==> src/logic/credit_link_config.svh <==
// Build-time sizing for the credit link
// CL_NUM_LANES must be a power of two and at least 2
// CL_BUF_DEPTH is also the largest legal credit count per lane
// Both delays must be at least 1

`ifndef CREDIT_LINK_CONFIG_SVH
`define CREDIT_LINK_CONFIG_SVH

// Number of virtual lanes
`define CL_NUM_LANES 4

// Flit payload width in bits
`define CL_DATA_W 16

// Receive buffer entries per lane
`define CL_BUF_DEPTH 4

// Register stages from sender to receive buffer
`define CL_LINK_DELAY 2

// Register stages on the credit return path
`define CL_RET_DELAY 2

`endif

==> src/logic/credit_link_pkg.sv <==
// Shared types for the credit link
// Widths follow the macros in the config header

`default_nettype none

`include "credit_link_config.svh"

package credit_link_pkg;

  // Lane index, log2 of the lane count
  typedef logic [$clog2(`CL_NUM_LANES)-1:0] lane_t;

  // Credit count, covers 0 up to the buffer depth inclusive
  typedef logic [$clog2(`CL_BUF_DEPTH + 1)-1:0] credit_t;

  // One flit on the link
  // Lane field sits above the payload
  typedef struct packed {
    lane_t                 lane;
    logic [`CL_DATA_W-1:0] data;
  } flit_t;

endpackage

`default_nettype wire

==> src/logic/credit_counter.sv <==
// Sender-side credit pool, one credit per flit
// Caller keeps the count within 0..CL_BUF_DEPTH
// Increment and decrement may land in the same cycle
// available counts the increment but never the decrement

`default_nettype none

`include "credit_link_config.svh"

module credit_counter (
  input  logic                     clk,
  input  logic                     rst,
  input  logic                     incr_valid,
  input  logic                     decr_valid,
  input  credit_link_pkg::credit_t incr,
  input  credit_link_pkg::credit_t decr,
  input  credit_link_pkg::credit_t initial_value,
  input  credit_link_pkg::credit_t withhold,
  output credit_link_pkg::credit_t value,
  output credit_link_pkg::credit_t available
);

  import credit_link_pkg::*;

  localparam int cw = $bits(credit_t);

  // One extra bit so overflow and wrap are visible
  logic [cw:0] ext_plus;
  logic [cw:0] ext_next;

  credit_t value_plus_incr;
  credit_t value_next;

  // ------------------------------------------------------------
  // Counter
  // ------------------------------------------------------------

  assign ext_plus = {1'b0, value} + (incr_valid ? {1'b0, incr} : '0);
  assign ext_next = ext_plus - (decr_valid ? {1'b0, decr} : '0);

  assign value_plus_incr = ext_plus[cw-1:0];
  assign value_next      = ext_next[cw-1:0];

  // Reload on reset, hold when idle
  always_ff @(posedge clk) begin
    if (rst) begin
      value <= initial_value;
    end else if (incr_valid || decr_valid) begin
      value <= value_next;
    end
  end

  // Returned credit is usable in the cycle it arrives
  // Withhold may exceed the pool, floor at zero
  assign available = (value_plus_incr > withhold) ? credit_t'(value_plus_incr - withhold) : '0;

  // ------------------------------------------------------------
  // Checks
  // ------------------------------------------------------------

  // Link carries single credits only
  incr_in_range_a: assert property (@(posedge clk) disable iff (rst)
    incr_valid |-> incr <= credit_t'(1));
  decr_in_range_a: assert property (@(posedge clk) disable iff (rst)
    decr_valid |-> decr <= credit_t'(1));

  // Pool never grows past the buffer it guards
  no_overflow_a: assert property (@(posedge clk) disable iff (rst)
    ext_next <= (cw + 1)'(`CL_BUF_DEPTH));

  // Spending more than held
  no_underflow_a: assert property (@(posedge clk) disable iff (rst)
    decr_valid |-> ext_plus >= {1'b0, decr});

  // Without a return in flight, withhold only ever shrinks the count
  avail_le_value_a: assert property (@(posedge clk) disable iff (rst)
    !incr_valid |-> available <= value);

endmodule

`default_nettype wire

==> src/logic/credit_lane.sv <==
// One virtual lane: credit gate, link pipeline, receive buffer, credit return
// Credits bound buffer occupancy, so the buffer never sees back-pressure
// credit_init is sampled only while rst is high
// Sending is held off through the first cycle after reset release

`default_nettype none

`include "credit_link_config.svh"

module credit_lane (
  input  logic                     clk,
  input  logic                     rst,
  input  credit_link_pkg::credit_t credit_init,
  input  credit_link_pkg::credit_t withhold,
  input  logic                     lane_valid,
  output logic                     lane_ready,
  input  credit_link_pkg::flit_t   lane_flit,
  output logic                     head_valid,
  output credit_link_pkg::flit_t   head_flit,
  input  logic                     pop
);

  import credit_link_pkg::*;

  localparam int link_delay = `CL_LINK_DELAY;
  localparam int ret_delay  = `CL_RET_DELAY;
  localparam int depth      = `CL_BUF_DEPTH;
  localparam int ptr_w      = (depth > 1) ? $clog2(depth) : 1;

  credit_t credit_value;
  credit_t credit_avail;
  logic    link_up;
  logic    send;

  // Link and return pipelines
  logic  [link_delay-1:0] link_valid;
  flit_t                  link_flit [link_delay];
  logic  [ret_delay-1:0]  ret_valid;

  // Receive buffer
  flit_t             mem [depth];
  logic [ptr_w-1:0]  wr_ptr;
  logic [ptr_w-1:0]  rd_ptr;
  credit_t           count;
  logic              wr_en;
  int                credits_total;

  // ------------------------------------------------------------
  // Sender credit gate
  // ------------------------------------------------------------

  always_ff @(posedge clk) begin
    if (rst) begin
      link_up <= 1'b0;
    end else begin
      link_up <= 1'b1;
    end
  end

  assign lane_ready = link_up && (credit_avail != '0);
  assign send       = lane_valid && lane_ready;

  credit_counter u_counter (
    .clk           (clk),
    .rst           (rst),
    .incr_valid    (ret_valid[ret_delay-1]),
    .decr_valid    (send),
    .incr          (credit_t'(1)),
    .decr          (credit_t'(1)),
    .initial_value (credit_init),
    .withhold      (withhold),
    .value         (credit_value),
    .available     (credit_avail)
  );

  // ------------------------------------------------------------
  // Link pipeline, several flits may be in flight
  // ------------------------------------------------------------

  always_ff @(posedge clk) begin
    if (rst) begin
      link_valid <= '0;
    end else begin
      link_valid[0] <= send;
      for (int i = 1; i < link_delay; i++) begin
        link_valid[i] <= link_valid[i-1];
      end
    end
  end

  // Payload moves with its valid bit, no reset needed
  always_ff @(posedge clk) begin
    link_flit[0] <= lane_flit;
    for (int i = 1; i < link_delay; i++) begin
      link_flit[i] <= link_flit[i-1];
    end
  end

  assign wr_en = link_valid[link_delay-1];

  // ------------------------------------------------------------
  // Receive buffer
  // ------------------------------------------------------------

  always_ff @(posedge clk) begin
    if (wr_en) begin
      mem[wr_ptr] <= link_flit[link_delay-1];
    end
  end

  always_ff @(posedge clk) begin
    if (rst) begin
      wr_ptr <= '0;
      rd_ptr <= '0;
      count  <= '0;
    end else begin
      if (wr_en) begin
        wr_ptr <= (wr_ptr == ptr_w'(depth - 1)) ? '0 : ptr_w'(wr_ptr + 1'b1);
      end
      if (pop) begin
        rd_ptr <= (rd_ptr == ptr_w'(depth - 1)) ? '0 : ptr_w'(rd_ptr + 1'b1);
      end
      count <= count + credit_t'(wr_en) - credit_t'(pop);
    end
  end

  assign head_valid = (count != '0);
  assign head_flit  = mem[rd_ptr];

  // Each pop sends one credit back after ret_delay cycles
  always_ff @(posedge clk) begin
    if (rst) begin
      ret_valid <= '0;
    end else begin
      ret_valid[0] <= pop;
      for (int i = 1; i < ret_delay; i++) begin
        ret_valid[i] <= ret_valid[i-1];
      end
    end
  end

  // ------------------------------------------------------------
  // Checks
  // ------------------------------------------------------------

  // Credits held plus every flit or credit in transit
  always_comb begin
    credits_total = int'(credit_value) + $countones(link_valid) + int'(count)
                  + $countones(ret_valid);
  end

  no_write_full_a: assert property (@(posedge clk) disable iff (rst)
    wr_en |-> count < credit_t'(depth));
  no_pop_empty_a: assert property (@(posedge clk) disable iff (rst)
    pop |-> head_valid);
  credits_bounded_a: assert property (@(posedge clk) disable iff (rst)
    credits_total <= depth);

endmodule

`default_nettype wire

==> src/logic/credit_link_top.sv <==
// Credit-flow-controlled link with CL_NUM_LANES virtual lanes
// credit_init applies at reset, withhold is live per lane
// Single clock domain

`default_nettype none

`include "credit_link_config.svh"

module credit_link_top (
  input  logic                     clk,
  input  logic                     rst,
  input  credit_link_pkg::credit_t credit_init,
  input  credit_link_pkg::credit_t withhold [`CL_NUM_LANES],
  input  logic                     in_valid,
  output logic                     in_ready,
  input  credit_link_pkg::flit_t   in_flit,
  output logic                     out_valid,
  input  logic                     out_ready,
  output credit_link_pkg::flit_t   out_flit
);

  import credit_link_pkg::*;

  logic [`CL_NUM_LANES-1:0] lane_valid;
  logic [`CL_NUM_LANES-1:0] lane_ready;
  logic [`CL_NUM_LANES-1:0] head_valid;
  logic [`CL_NUM_LANES-1:0] pop;
  flit_t                    lane_flit;
  flit_t                    head_flit [`CL_NUM_LANES];

  lane_dispatch u_dispatch (
    .in_valid   (in_valid),
    .in_ready   (in_ready),
    .in_flit    (in_flit),
    .lane_valid (lane_valid),
    .lane_flit  (lane_flit),
    .lane_ready (lane_ready)
  );

  // One lane per virtual channel
  for (genvar g = 0; g < `CL_NUM_LANES; g++) begin : g_lane
    credit_lane u_lane (
      .clk         (clk),
      .rst         (rst),
      .credit_init (credit_init),
      .withhold    (withhold[g]),
      .lane_valid  (lane_valid[g]),
      .lane_ready  (lane_ready[g]),
      .lane_flit   (lane_flit),
      .head_valid  (head_valid[g]),
      .head_flit   (head_flit[g]),
      .pop         (pop[g])
    );
  end

  lane_arbiter u_arbiter (
    .clk        (clk),
    .rst        (rst),
    .head_valid (head_valid),
    .head_flit  (head_flit),
    .pop        (pop),
    .out_valid  (out_valid),
    .out_ready  (out_ready),
    .out_flit   (out_flit)
  );

endmodule

`default_nettype wire

==> src/logic/lane_arbiter.sv <==
// Round-robin merge of lane buffer heads onto one egress stream
// Search starts at the lane after the last winner
// A stalled grant stays put until out_ready comes back

`default_nettype none

`include "credit_link_config.svh"

module lane_arbiter (
  input  logic                           clk,
  input  logic                           rst,
  input  logic [`CL_NUM_LANES-1:0]       head_valid,
  input  credit_link_pkg::flit_t         head_flit [`CL_NUM_LANES],
  output logic [`CL_NUM_LANES-1:0]       pop,
  output logic                           out_valid,
  input  logic                           out_ready,
  output credit_link_pkg::flit_t         out_flit
);

  import credit_link_pkg::*;

  localparam int n = `CL_NUM_LANES;

  lane_t last_win;
  lane_t pick;
  lane_t held_lane;
  lane_t sel;
  logic  found;
  logic  held;

  // Rotating search, wraps by natural overflow of lane_t
  always_comb begin
    lane_t idx;
    pick  = last_win;
    found = 1'b0;
    for (int k = 1; k <= n; k++) begin
      idx = last_win + lane_t'(k);
      if (!found && head_valid[idx]) begin
        pick  = idx;
        found = 1'b1;
      end
    end
  end

  // Locked lane keeps its head valid, nobody else pops it
  assign sel       = held ? held_lane : pick;
  assign out_valid = held || found;
  assign out_flit  = head_flit[sel];

  always_comb begin
    pop      = '0;
    pop[sel] = out_valid && out_ready;
  end

  // ------------------------------------------------------------
  // Grant state
  // ------------------------------------------------------------

  always_ff @(posedge clk) begin
    if (rst) begin
      last_win <= '1;
      held     <= 1'b0;
    end else begin
      held <= out_valid && !out_ready;
      if (out_valid && out_ready) begin
        last_win <= sel;
      end
    end
  end

  always_ff @(posedge clk) begin
    held_lane <= sel;
  end

  // Stall keeps the offer unchanged into the next cycle
  stall_stable_a: assert property (@(posedge clk) disable iff (rst)
    out_valid && !out_ready |=> out_valid && $stable(out_flit));

endmodule

`default_nettype wire

==> src/logic/lane_dispatch.sv <==
// Steers the ingress flit to the lane named in its lane field
// Purely combinational, in_ready follows the target lane only
// A flit bound for a blocked lane stalls every other lane behind it

`default_nettype none

`include "credit_link_config.svh"

module lane_dispatch (
  input  logic                           in_valid,
  output logic                           in_ready,
  input  credit_link_pkg::flit_t         in_flit,
  output logic [`CL_NUM_LANES-1:0]       lane_valid,
  output credit_link_pkg::flit_t         lane_flit,
  input  logic [`CL_NUM_LANES-1:0]       lane_ready
);

  import credit_link_pkg::*;

  lane_t sel;

  assign sel = in_flit.lane;

  // One-hot decode of the target lane
  always_comb begin
    lane_valid      = '0;
    lane_valid[sel] = in_valid;
  end

  // Every lane sees the same flit, only one takes it
  assign lane_flit = in_flit;

  // Handshake back from the chosen lane
  assign in_ready = lane_ready[sel];

  // Never offer a flit to two lanes
  always_comb begin
    one_lane_a: assert final ($onehot0(lane_valid));
  end

endmodule

`default_nettype wire

==> config.mk <==
export PLATFORM = sky130hd
export DESIGN_NAME = credit_link_top
export DESIGN_NICKNAME = d
export VERILOG_FILES = /design/src/logic/credit_link_pkg.sv /design/src/logic/credit_counter.sv /design/src/logic/credit_lane.sv /design/src/logic/credit_link_top.sv /design/src/logic/lane_arbiter.sv /design/src/logic/lane_dispatch.sv
export VERILOG_INCLUDE_DIRS = /design/src /design/src/logic
export SDC_FILE = /design/constraint.sdc
export NUM_CORES = 1
export LEC_CHECK = 0
export BUFFER_PORTS_ARGS = -buffer_cell sky130_fd_sc_hd__buf_2
export CAP_MARGIN = 20
export CORE_MARGIN = 4
export CORE_UTILIZATION = 55
export CTS_CLUSTER_DIAMETER = 80
export DETAILED_ROUTE_END_ITERATION = 16
export HOLD_SLACK_MARGIN = 0.08
export PLACE_DENSITY = 0.72
export SLEW_MARGIN = 20
export SYNTH_ARGS = -nofsm -noshare
export SYNTH_HDL_FRONTEND = slang
export SYNTH_HIERARCHICAL = 1
export SYNTH_SLANG_ARGS = --single-unit
export TNS_END_PERCENT = 1
==> constraint.sdc <==
create_clock -name clk -period 6.5 [get_ports clk]
set_input_delay 1.625 -clock clk [delete_from_list [all_inputs] [get_ports clk]]
set_output_delay 1.625 -clock clk [all_outputs]
set_load 0.05 [all_outputs]
==> PnR_summary.wiki, run 1 <==
{| class="wikitable"
! Metric !! Value
|-
| Startpoint kind of the worst setup timing path || register
|-
| Arrival time worst endpoint || 3760 ps
|-
| Wire length of the first global-routing pass || 50.2 mm
|-
| Hold Crit Endpoint || g_lane[1].u_lane/link_flit[0][18]
|-
| Post-synth EDFFs || 300
|-
| Num rows || 67
|-
| Number of instances in the synthesized netlist || 1041
|-
| Overall power after layout || 8840 uW
|-
| Post-synthesis to final-layout area growth || 12.1%
|-
| Wire length after detailed routing || 32.8 mm
|-
| Setup violators final || 0
|-
| Setup TNS Final || 0 ps
|-
| Worst IR Drop VDD || 0.000627 V
|-
| Antenna violations before repair || 0
|-
| Number of global-route vias before repair || 8868
|-
| Transition time at the pin with the least slew margin || 1110 ps
|-
| Peak Freq || 186 MHz
|-
| Overflow after GRT || 0
|-
| Synth warnings || 6
|-
| Core utilization of the finished layout || 62.3%
|-
| Maximum number of pins on one net before global-route repair || 67
|-
| Hold Vio Cnt, Final || 0
|-
| Largest stage delay on the critical path || 460 ps
|-
| Count of max-cap constraint violations || 0
|-
| Final Max Tran Viols || 0
|-
| Finished Cell Area || 20800 um2
|-
| Final Net Count || 1230
|-
| Number of storage elements in the synthesis netlist || 505
|-
| Post-synth cell types || 45
|-
| Required time of the critical path || 4880 ps
|-
| GRT Total Usage || 18.2%
|-
| Reg power frac || 41.2%
|-
| Cell at the slowest stage of the critical path || sky130_fd_sc_hd__mux4_2
|-
| Logic depth of the worst register-to-register path || 17
|-
| RSZ-0062 raised after global routing || false
|-
| Worst setup timing slack at the placement stage || 1250 ps
|-
| Seq/Total Area, Yosys || 70.6%
|-
| R2R Setup Slk || 2560 ps
|-
| TritonCTS clock tree || built
|-
| Sink count of the clock tree || 505
|-
| Mapped cell area || 18600 um2
|-
| Class of the most critical setup path || register to output pin
|-
| Cell chosen for the clock root || sky130_fd_sc_hd__clkbuf_16
|-
| Switch share || 31.6%
|-
| Most frequent standard cell in the layout excluding fill and tap cells || sky130_fd_sc_hd__edfxtp_1
|-
| Vias per Instance || 5.26
|-
| Hold bufs inserted after CTS || 0
|-
| Number of optimization iterations in the first detailed-route pass || 4
|-
| DRC Markers || 0
|-
| Avg Synthesized Cell Area || 17.8 um2
|-
| Die ar. || 36800 um2
|-
| Tightest Hold Check Type || register to register
|-
| Detailed placer's ending HPWL || 20.2 mm
|-
| Combinational share of power || 27.7%
|-
| Number of nets with antenna violations after routing || 0
|-
| Die extent in y || 192 um
|-
| Top cell type by total area after synthesis || sky130_fd_sc_hd__edfxtp_1
|-
| Final critical path time including I/O delays and setup || 5380 ps
|-
| Largest driver fanout on the critical path || 4
|-
| Tightest slew margin relative to the limit || 25.9%
|-
| Cell depth of the worst min-delay path || 0
|-
| Startpoint of the most critical hold path || g_lane[1].u_lane/link_flit[0][0]
|-
| Clock latency on the worst-skew pair || 550 ps
|-
| Switching power summed over all nets || 2790 uW
|-
| Share of cells above drive strength 1 || 18.4%
|-
| Cell types occupying the most area after synthesis || sky130_fd_sc_hd__edfxtp_1 (49%), sky130_fd_sc_hd__dfxtp_1 (22%), sky130_fd_sc_hd__mux4_2 (5.1%), sky130_fd_sc_hd__mux4_1 (4.5%), sky130_fd_sc_hd__mux2i_1 (3.6%)
|-
| Cell-by-cell listing of the critical path || and2_1 > ha_1 > inv_1 > fa_1 > xnor2_1 > xnor2_1 > ha_1 > a21oi_1 > a311oi_1 > o31a_1 > mux4_2 > buf_2
|-
| Async set or reset register ratio after synthesis || 0%
|-
| Setup fix buffers added after clock tree synthesis || 0
|-
| Detailed Route Iter0 Violations || 520
|-
| Element type at the critical path end || output pin
|-
| Placeable core region || 33400 um2
|-
| Last weighted congestion value of the routability-driven placer || 0.791
|-
| Power density cells || 425 nW/um2
|-
| Leading cell types in the layout, fill and taps excluded || sky130_fd_sc_hd__edfxtp_1 (300), sky130_fd_sc_hd__dfxtp_1 (205), sky130_fd_sc_hd__inv_1 (66), sky130_fd_sc_hd__mux2i_1 (66), sky130_fd_sc_hd__buf_2 (56)
|-
| Num ports || 57
|-
| Clock transition at path regs || 60 ps
|-
| Average wire length per cell after detail routing || 20.3 um
|-
| Ant diodes || 0
|-
| Fin crit share || 82.8%
|-
| Internal power || 6050 uW
|-
| Prevailing post-synth register cell || sky130_fd_sc_hd__edfxtp_1
|-
| Reg2reg end || g_lane[0].u_lane/u_counter/value[2]
|-
| Filler cell count in the final layout || 2369
|-
| Total number of vias || 8511
|-
| Critical R2R Launch || g_lane[0].u_lane/ret_valid[1]
|-
| Effective utilization at floorplan || 55.5%
|-
| Number of buffers added by the clock tree synthesis step || 48
|-
| Run status || completed
|-
| Area fraction of the dominant cell type after synthesis || 48.5%
|-
| Maximum number of buffers from clock root to sink || 3
|-
| Count of buffers inserted at the top-level ports || 56
|-
| Final worst setup slack || 1120 ps
|-
| Setup skew after layout || 18.7 ps
|-
| Die width || 192 um
|-
| Leakage power figure || 0.00775 uW
|-
| Part of the total power dissipated in the clock network || 31.0%
|-
| CTS H-Tree Depth || 2
|-
| Placed cell areas || 19200 um2
|-
| CTS-repair resized insts || 0
|}
## Yosys cell counts (all sizes together), types with 9 or more instances
library cell    n
edfxtp        300
dfxtp         205
mux4           74
inv            68
mux2i          66
ha             48
buf            40
and2           28
nor2           28
nand2          24
nor2b          18
fa             16
xnor2          16
a21oi          13
nand2b         11
or3             9
## layout make-up
type / instances / area, um2 / area share, %
Tap cell: 448 / 561 / 2.69
Clock inverter: 22 / 245 / 1.18
Timing Repair Buffer: 67 / 390 / 1.87
Clock buffer: 68 / 1350 / 6.47
Multi-Input combinational cell: 439 / 4910 / 23.6
Sequential cell: 505 / 13100 / 63.0
Inverter: 68 / 255 / 1.23
## per-stage QoR
step           hold slack [ps]  instances
2_1_floorplan              310       1057
3_3_place_gp               310       1525
3_5_place_dp               312       1525
4_1_cts                    313       1615
5_1_grt                    312       1617
6_report                   307       1617
## worst max-delay path by stage
stage                                  start       end  depth (start not counted)  slack, ps
2_1_floorplan                    withhold[1]  in_ready                          7       1520
3_3_place_gp                     withhold[1]  in_ready                          9       1280
3_5_place_dp                     withhold[7]  in_ready                          9       1250
4_1_cts        g_lane[3].u_lane/ret_valid[1]  in_ready                         12       1090
5_1_grt        g_lane[3].u_lane/ret_valid[1]  in_ready                         12        900
6_report       g_lane[1].u_lane/ret_valid[1]  in_ready                         12       1120
## routing by layer
metal | wire, um | GRT usage [%] | part of all wire, % | up-vias
li1 | - | - | - | 4003
met1 | 14300 | 25.2 | 43 | 4275
met2 | 16500 | 30.9 | 50 | 187
met3 | 1520 | 2.76 | 4.7 | 46
met4 | 529 | 4.09 | 1.6 | 0
met5 | 0 | 0 | 0 | -
## critical path, delay by kind of cell (launching register included)
family / cells / cell delay [ps]
DFF: 1 / 360
adders and majority gates: 3 / 840
buffers and inverters: 2 / 280
and+or+nand+nor: 1 / 140
muxes: 1 / 460
xor gates and xnor gates: 2 / 400
AOI/OAI and AO/OA: 3 / 740
## flip-flops by register name (all words and copies together) (netlist names), 8 cells and up, named ones only
signal	cells
g_lane.u_lane/mem	288
g_lane.u_lane/u_counter/value	12
g_lane.u_lane/count	12
g_lane.u_lane/wr_ptr	8
g_lane.u_lane/ret_valid	8
g_lane.u_lane/link_valid	8
g_lane.u_lane/link_flit	144
g_lane.u_lane/rd_ptr	8
## logic make-up after synthesis
logic type	count (synthesis)	synth area share, %
buffers and inverters	113	3.40
XOR/XNOR	24	1.43
adder cells (fa/ha/maj)	64	4.96
other	8	0.162
multiplexers	145	13.5
AO/OA/AOI/OAI	48	1.97
AND/OR/NAND/NOR	134	4.01
flip-flops	505	70.6
## power by group through the flow
stage / combinational (uW) / sequential, uW / clock [uW]
4_1_cts: 2440 / 3650 / 2800
6_report: 2450 / 3650 / 2750
2_1_floorplan: 1930 / 3660 / 0
3_3_place_gp: 2370 / 3710 / 0
5_1_grt: 2610 / 3660 / 2940
3_5_place_dp: 2420 / 3710 / 0
(Power assumes the default switching activity.)
==> run 2: changes to the inputs <==
--- a/config.mk
+++ b/config.mk
@@ -6,6 +6,7 @@
 export SDC_FILE = /design/constraint.sdc
 export NUM_CORES = 1
 export LEC_CHECK = 0
+export ABC_AREA = 1
 export BUFFER_PORTS_ARGS = -buffer_cell sky130_fd_sc_hd__buf_2
 export CAP_MARGIN = 20
 export CORE_MARGIN = 4
@@ -13,7 +14,7 @@
 export CTS_CLUSTER_DIAMETER = 80
 export DETAILED_ROUTE_END_ITERATION = 16
 export HOLD_SLACK_MARGIN = 0.08
-export PLACE_DENSITY = 0.72
+export PLACE_DENSITY = 0.74
 export SLEW_MARGIN = 20
 export SYNTH_ARGS = -nofsm -noshare
 export SYNTH_HDL_FRONTEND = slang
==> constraint.sdc (replaced) <==
create_clock -name clk -period 4.5 [get_ports clk]
set_input_delay 1.125 -clock clk [delete_from_list [all_inputs] [get_ports clk]]
set_output_delay 1.125 -clock clk [all_outputs]
set_load 0.05 [all_outputs]
==> run 2 against run 1 <==
Compared with the run above: sequential cell count unchanged; clock power up 43%; clock-buffer cell count up 5; first-iteration DRC count up 58%; largest power group unchanged; core utilization down 1.2 points; area after synthesis up 9.4%; clock skew down 6.4 ps; sequential power up 44%; critical path depth up 9; synthesized cell count up 81%; total power up 61%; hold slack better by 12 ps.
==> PnR_summary.wiki, run 2 <==
{| class="wikitable"
! Metric !! Value
|-
| GRT Total Usage || 19.6% (+1.4 points)
|-
| Most frequent standard cell in the layout excluding fill and tap cells || sky130_fd_sc_hd__nand2_1
|-
| Overflow after GRT || 0 (unchanged)
|-
| Effective utilization at floorplan || 55.7% (+0.12 points)
|-
| CTS H-Tree Depth || 2 (unchanged)
|-
| Setup violators final || 0 (unchanged)
|-
| Final Max Tran Viols || 0 (unchanged)
|-
| Cell depth of the worst min-delay path || 0 (unchanged)
|-
| Max reg flops || 288 (unchanged)
|-
| Reg power frac || 36.8% (-4.4 points)
|-
| Largest registers ranked by flip-flop count || g_lane.u_lane/mem: 288 flops, g_lane.u_lane/link_flit: 144 flops
|-
| Overall power after layout || 14300 uW (+61%)
|-
| Detailed Route Iter0 Violations || 821 (+58%)
|-
| Tightest slew margin relative to the limit || 31.6% (+5.7 points)
|-
| Wire length after detailed routing || 40.1 mm (+22%)
|-
| Logic depth of the worst register-to-register path || 29 (+12)
|-
| Clock transition at path regs || 60 ps (about the same)
|-
| Count of max-cap constraint violations || 0 (unchanged)
|-
| Avg Synthesized Cell Area || 10.8 um2 (-40%)
|-
| Class of the most critical setup path || register to output pin
|-
| Internal power || 8620 uW (+42%)
|-
| RSZ-0062 raised after global routing || true
|-
| Simple-Gate Fraction of Synth Area || 13.2% (+9.2 points)
|-
| Hold Vio Cnt, Final || 0 (unchanged)
|-
| Fraction of synthesized area in multiplexers || 0% (-13 points)
|-
| Num ports || 57 (unchanged)
|-
| Arrival time worst endpoint || 3240 ps (-520 ps)
|-
| Most used cell, CP || sky130_fd_sc_hd__nand2_1
|-
| Post-synth EDFFs || 300 (unchanged)
|-
| Number of nets with antenna violations after routing || 0 (unchanged)
|-
| Most instantiated library cell after synthesis || sky130_fd_sc_hd__nand2_1
|-
| Run status || completed
|-
| Post-synthesis to final-layout area growth || 9.73%
|-
| Last weighted congestion value of the routability-driven placer || 0.822 (+3.9%)
|-
| Cell depth of the worst setup path || 21 (+9)
|-
| Largest driver fanout on the critical path || 4 (unchanged)
|-
| Synth warnings || 6 (unchanged)
|-
| Setup fix buffers added after clock tree synthesis || 0 (unchanged)
|-
| Top post-synthesis cells by count || sky130_fd_sc_hd__nand2_1 (366), sky130_fd_sc_hd__inv_1 (325), sky130_fd_sc_hd__edfxtp_1 (300)
|-
| Die width || 200 um (+4.4%)
|-
| Mapped cell area || 20300 um2 (+9.4%)
|-
| Xor and xnor fraction of the mapped netlist area || 0.172% (-1.3 points)
|-
| Part of the total power dissipated in the clock network || 27.5% (-3.5 points)
|-
| Async set or reset register ratio after synthesis || 0% (unchanged)
|-
| Cell types occupying the most area after synthesis || sky130_fd_sc_hd__edfxtp_1 (44%), sky130_fd_sc_hd__dfxtp_1 (20%), sky130_fd_sc_hd__nand2_1 (6.8%), sky130_fd_sc_hd__inv_1 (6.0%), sky130_fd_sc_hd__nand3_1 (3.3%)
|-
| Sequential cell area || 13100 um2 (about the same)
|-
| Average wire length per cell after detail routing || 16.4 um (-19%)
|-
| Setup TNS Final || 0 ps (unchanged)
|-
| Element type at the critical path end || output pin
|-
| Share of synthesized cell area in full adder, half adder and majority cells || 4.53% (-0.43 points)
|-
| Setup skew after layout || 12.4 ps (-6.36 ps)
|-
| Multi-input combinational cell area || 5340 um2 (+8.7%)
|-
| Largest stage delay on the critical path || 360 ps (-100 ps)
|-
| Final Net Count || 2037 (+66%)
|-
| Die ar. || 40100 um2 (+9.0%)
|-
| Top cell type by total area after synthesis || sky130_fd_sc_hd__edfxtp_1
|-
| Worst setup timing slack at the placement stage || 454 ps (-800 ps)
|-
| Die extent in y || 200 um (+4.4%)
|-
| Power density cells || 639 nW/um2 (+50%)
|-
| Num rows || 70 (+4.5%)
|-
| Filler cell count in the final layout || 2832 (+20%)
|-
| Detailed placer's ending HPWL || 25.3 mm (+26%)
|-
| Total number of vias || 12700 (+49%)
|-
| Total buffers and inverters traversed by the critical path || 4 (+2)
|-
| Vias per Instance || 5.17 (-1.7%)
|-
| Worst IR Drop VDD || 0.000584 V (-6.8%)
|-
| Sink count of the clock tree || 505 (unchanged)
|-
| Placeable core region || 36500 um2 (+9.2%)
|-
| Cell at the slowest stage of the critical path || sky130_fd_sc_hd__dfxtp_2
|-
| Required time of the critical path || 3380 ps (-1500 ps)
|-
| Transition time at the pin with the least slew margin || 1030 ps (-85.9 ps)
|-
| Maximum number of pins on one net before global-route repair || 73 (+9.0%)
|-
| Tightest Hold Check Type || register to register
|-
| Post-synth cell types || 33 (-27%)
|-
| Switch share || 39.6% (+8.0 points)
|-
| Wire length of the first global-routing pass || 63.2 mm (+26%)
|-
| Main combinational cell family by area after synthesis || simple AND/OR/NAND/NOR gates
|-
| Share of cells above drive strength 1 || 11.4% (-7.0 points)
|-
| Number of global-route vias before repair || 12400 (+40%)
|-
| Core utilization of the finished layout || 61.1% (-1.2 points)
|-
| Final worst setup slack || 132 ps (-987 ps)
|-
| TritonCTS clock tree || built
|-
| Maximum number of buffers from clock root to sink || 3 (unchanged)
|-
| Combinational share of power || 35.7% (+8.0 points)
|-
| Leading cell types in the layout, fill and taps excluded || sky130_fd_sc_hd__nand2_1 (363), sky130_fd_sc_hd__inv_1 (325), sky130_fd_sc_hd__edfxtp_1 (300), sky130_fd_sc_hd__dfxtp_1 (197), sky130_fd_sc_hd__nand3_1 (133)
|-
| Number of optimization iterations in the first detailed-route pass || 5 (+1)
|-
| Area fraction of the dominant cell type after synthesis || 44.3% (-4.2 points)
|-
| Register bank with the most flops || g_lane.u_lane/mem
|-
| Final critical path time including I/O delays and setup || 4370 ps
|-
| Startpoint kind of the worst setup timing path || register
|-
| Complex-gate fraction of the synthesized area || 7.45% (+5.5 points)
|-
| Clock latency on the worst-skew pair || 550 ps (about the same)
|-
| Switching power summed over all nets || 5640 uW (+100%)
|-
| Number of buffers added by the clock tree synthesis step || 49 (+2.1%)
|-
| Antenna violations before repair || 5 (+5)
|-
| Prevailing post-synth register cell || sky130_fd_sc_hd__edfxtp_1
|-
| Seq/Total Area, Yosys || 64.5% (-6.1 points)
|-
| Hold bufs inserted after CTS || 0 (unchanged)
|-
| Family with the most delay on the worst path || simple AND/OR/NAND/NOR gates
|-
| Cell chosen for the clock root || sky130_fd_sc_hd__clkbuf_16
|-
| Count of buffers inserted at the top-level ports || 56 (unchanged)
|-
| DRC Markers || 0 (unchanged)
|-
| Leakage power figure || 0.00959 uW (+24%)
|-
| Fin crit share || 97.1%
|-
| Number of storage elements in the synthesis netlist || 505 (unchanged)
|-
| Peak Freq || 229 MHz
|-
| Number of instances in the synthesized netlist || 1889 (+81%)
|-
| Cell-by-cell listing of the critical path || nand2_1 > inv_1 > ha_1 > inv_1 > fa_2 > nand2_1 > nand3_2 > nand2_1 > inv_1 > ha_4 > nand3_1 > nand2_1 > nand2_1 > nor2_1 > nor2_1 > a21boi_0 > nand2_1 > nand2_1 > nand2_1 > nand2_1 > buf_6
|}
run 2: area by class of cell:
type / count / area share (%)
diodes: 1 / 0.0112
clock buffers: 73 / 6.68
clock inverters: 19 / 0.466
inverters: 337 / 5.67
multi-input cells: 973 / 23.9
flip-flops and latches: 505 / 58.8
well taps: 468 / 2.63
repair buffers: 70 / 1.76
run 2: per-stage QoR:
stage	instances	hold WS, ps	instance area, um2
floorplan	1909	310	20400
global placement	2353	310	20600
detailed placement	2353	312	20600
CTS	2445	323	22200
global route	2445	325	22300
finish	2446	319	22300
run 2: routing by layer:
metal	part of all wire [%]	wire length, um	GRT usage (%)	vias up
li1	-	-	-	6199
met2	49	19900	34.5	381
met3	6.6	2630	4.01	92
met1	41	16500	24.4	5971
met4	2.6	1050	6.10	8
met5	0.13	53	0	-
run 2: worst paths after layout:
kind,slack (ps),end,from
worst min register to register,320,g_lane[2].u_lane/link_flit[0][22],g_lane[2].u_lane/link_flit[0][4]
worst max-delay path,130,in_ready,g_lane[3].u_lane/ret_valid[1]
worst min-delay path,320,g_lane[2].u_lane/link_flit[0][22],g_lane[2].u_lane/link_flit[0][4]
worst max register to register,770,g_lane[1].u_lane/u_counter/value[2],g_lane[1].u_lane/ret_valid[1]
run 2: timing repair:
item	in CTS	in global routing
gates resized for setup	5	17
pin swaps	0	0
endpoints found under the setup margin	1	19
run 2: logic make-up after synthesis:
kind of cell             after synthesis
AO/OA/AOI/OAI                        254
XOR/XNOR                               4
adder cells (fa/ha/maj)               64
buffers and inverters                431
flip-flops                           505
other                                  8
AND/OR/NAND/NOR                      623
run 2: power by group through the flow:
stage / registers (uW) / clock network, uW / logic [uW]
after floorplan: 5260 / 0 / 3900
after global placement: 5320 / 0 / 4880
after detailed placement: 5340 / 0 / 4990
after CTS: 5240 / 4000 / 5020
after global routing: 5260 / 4210 / 5510
final: 5240 / 3920 / 5090
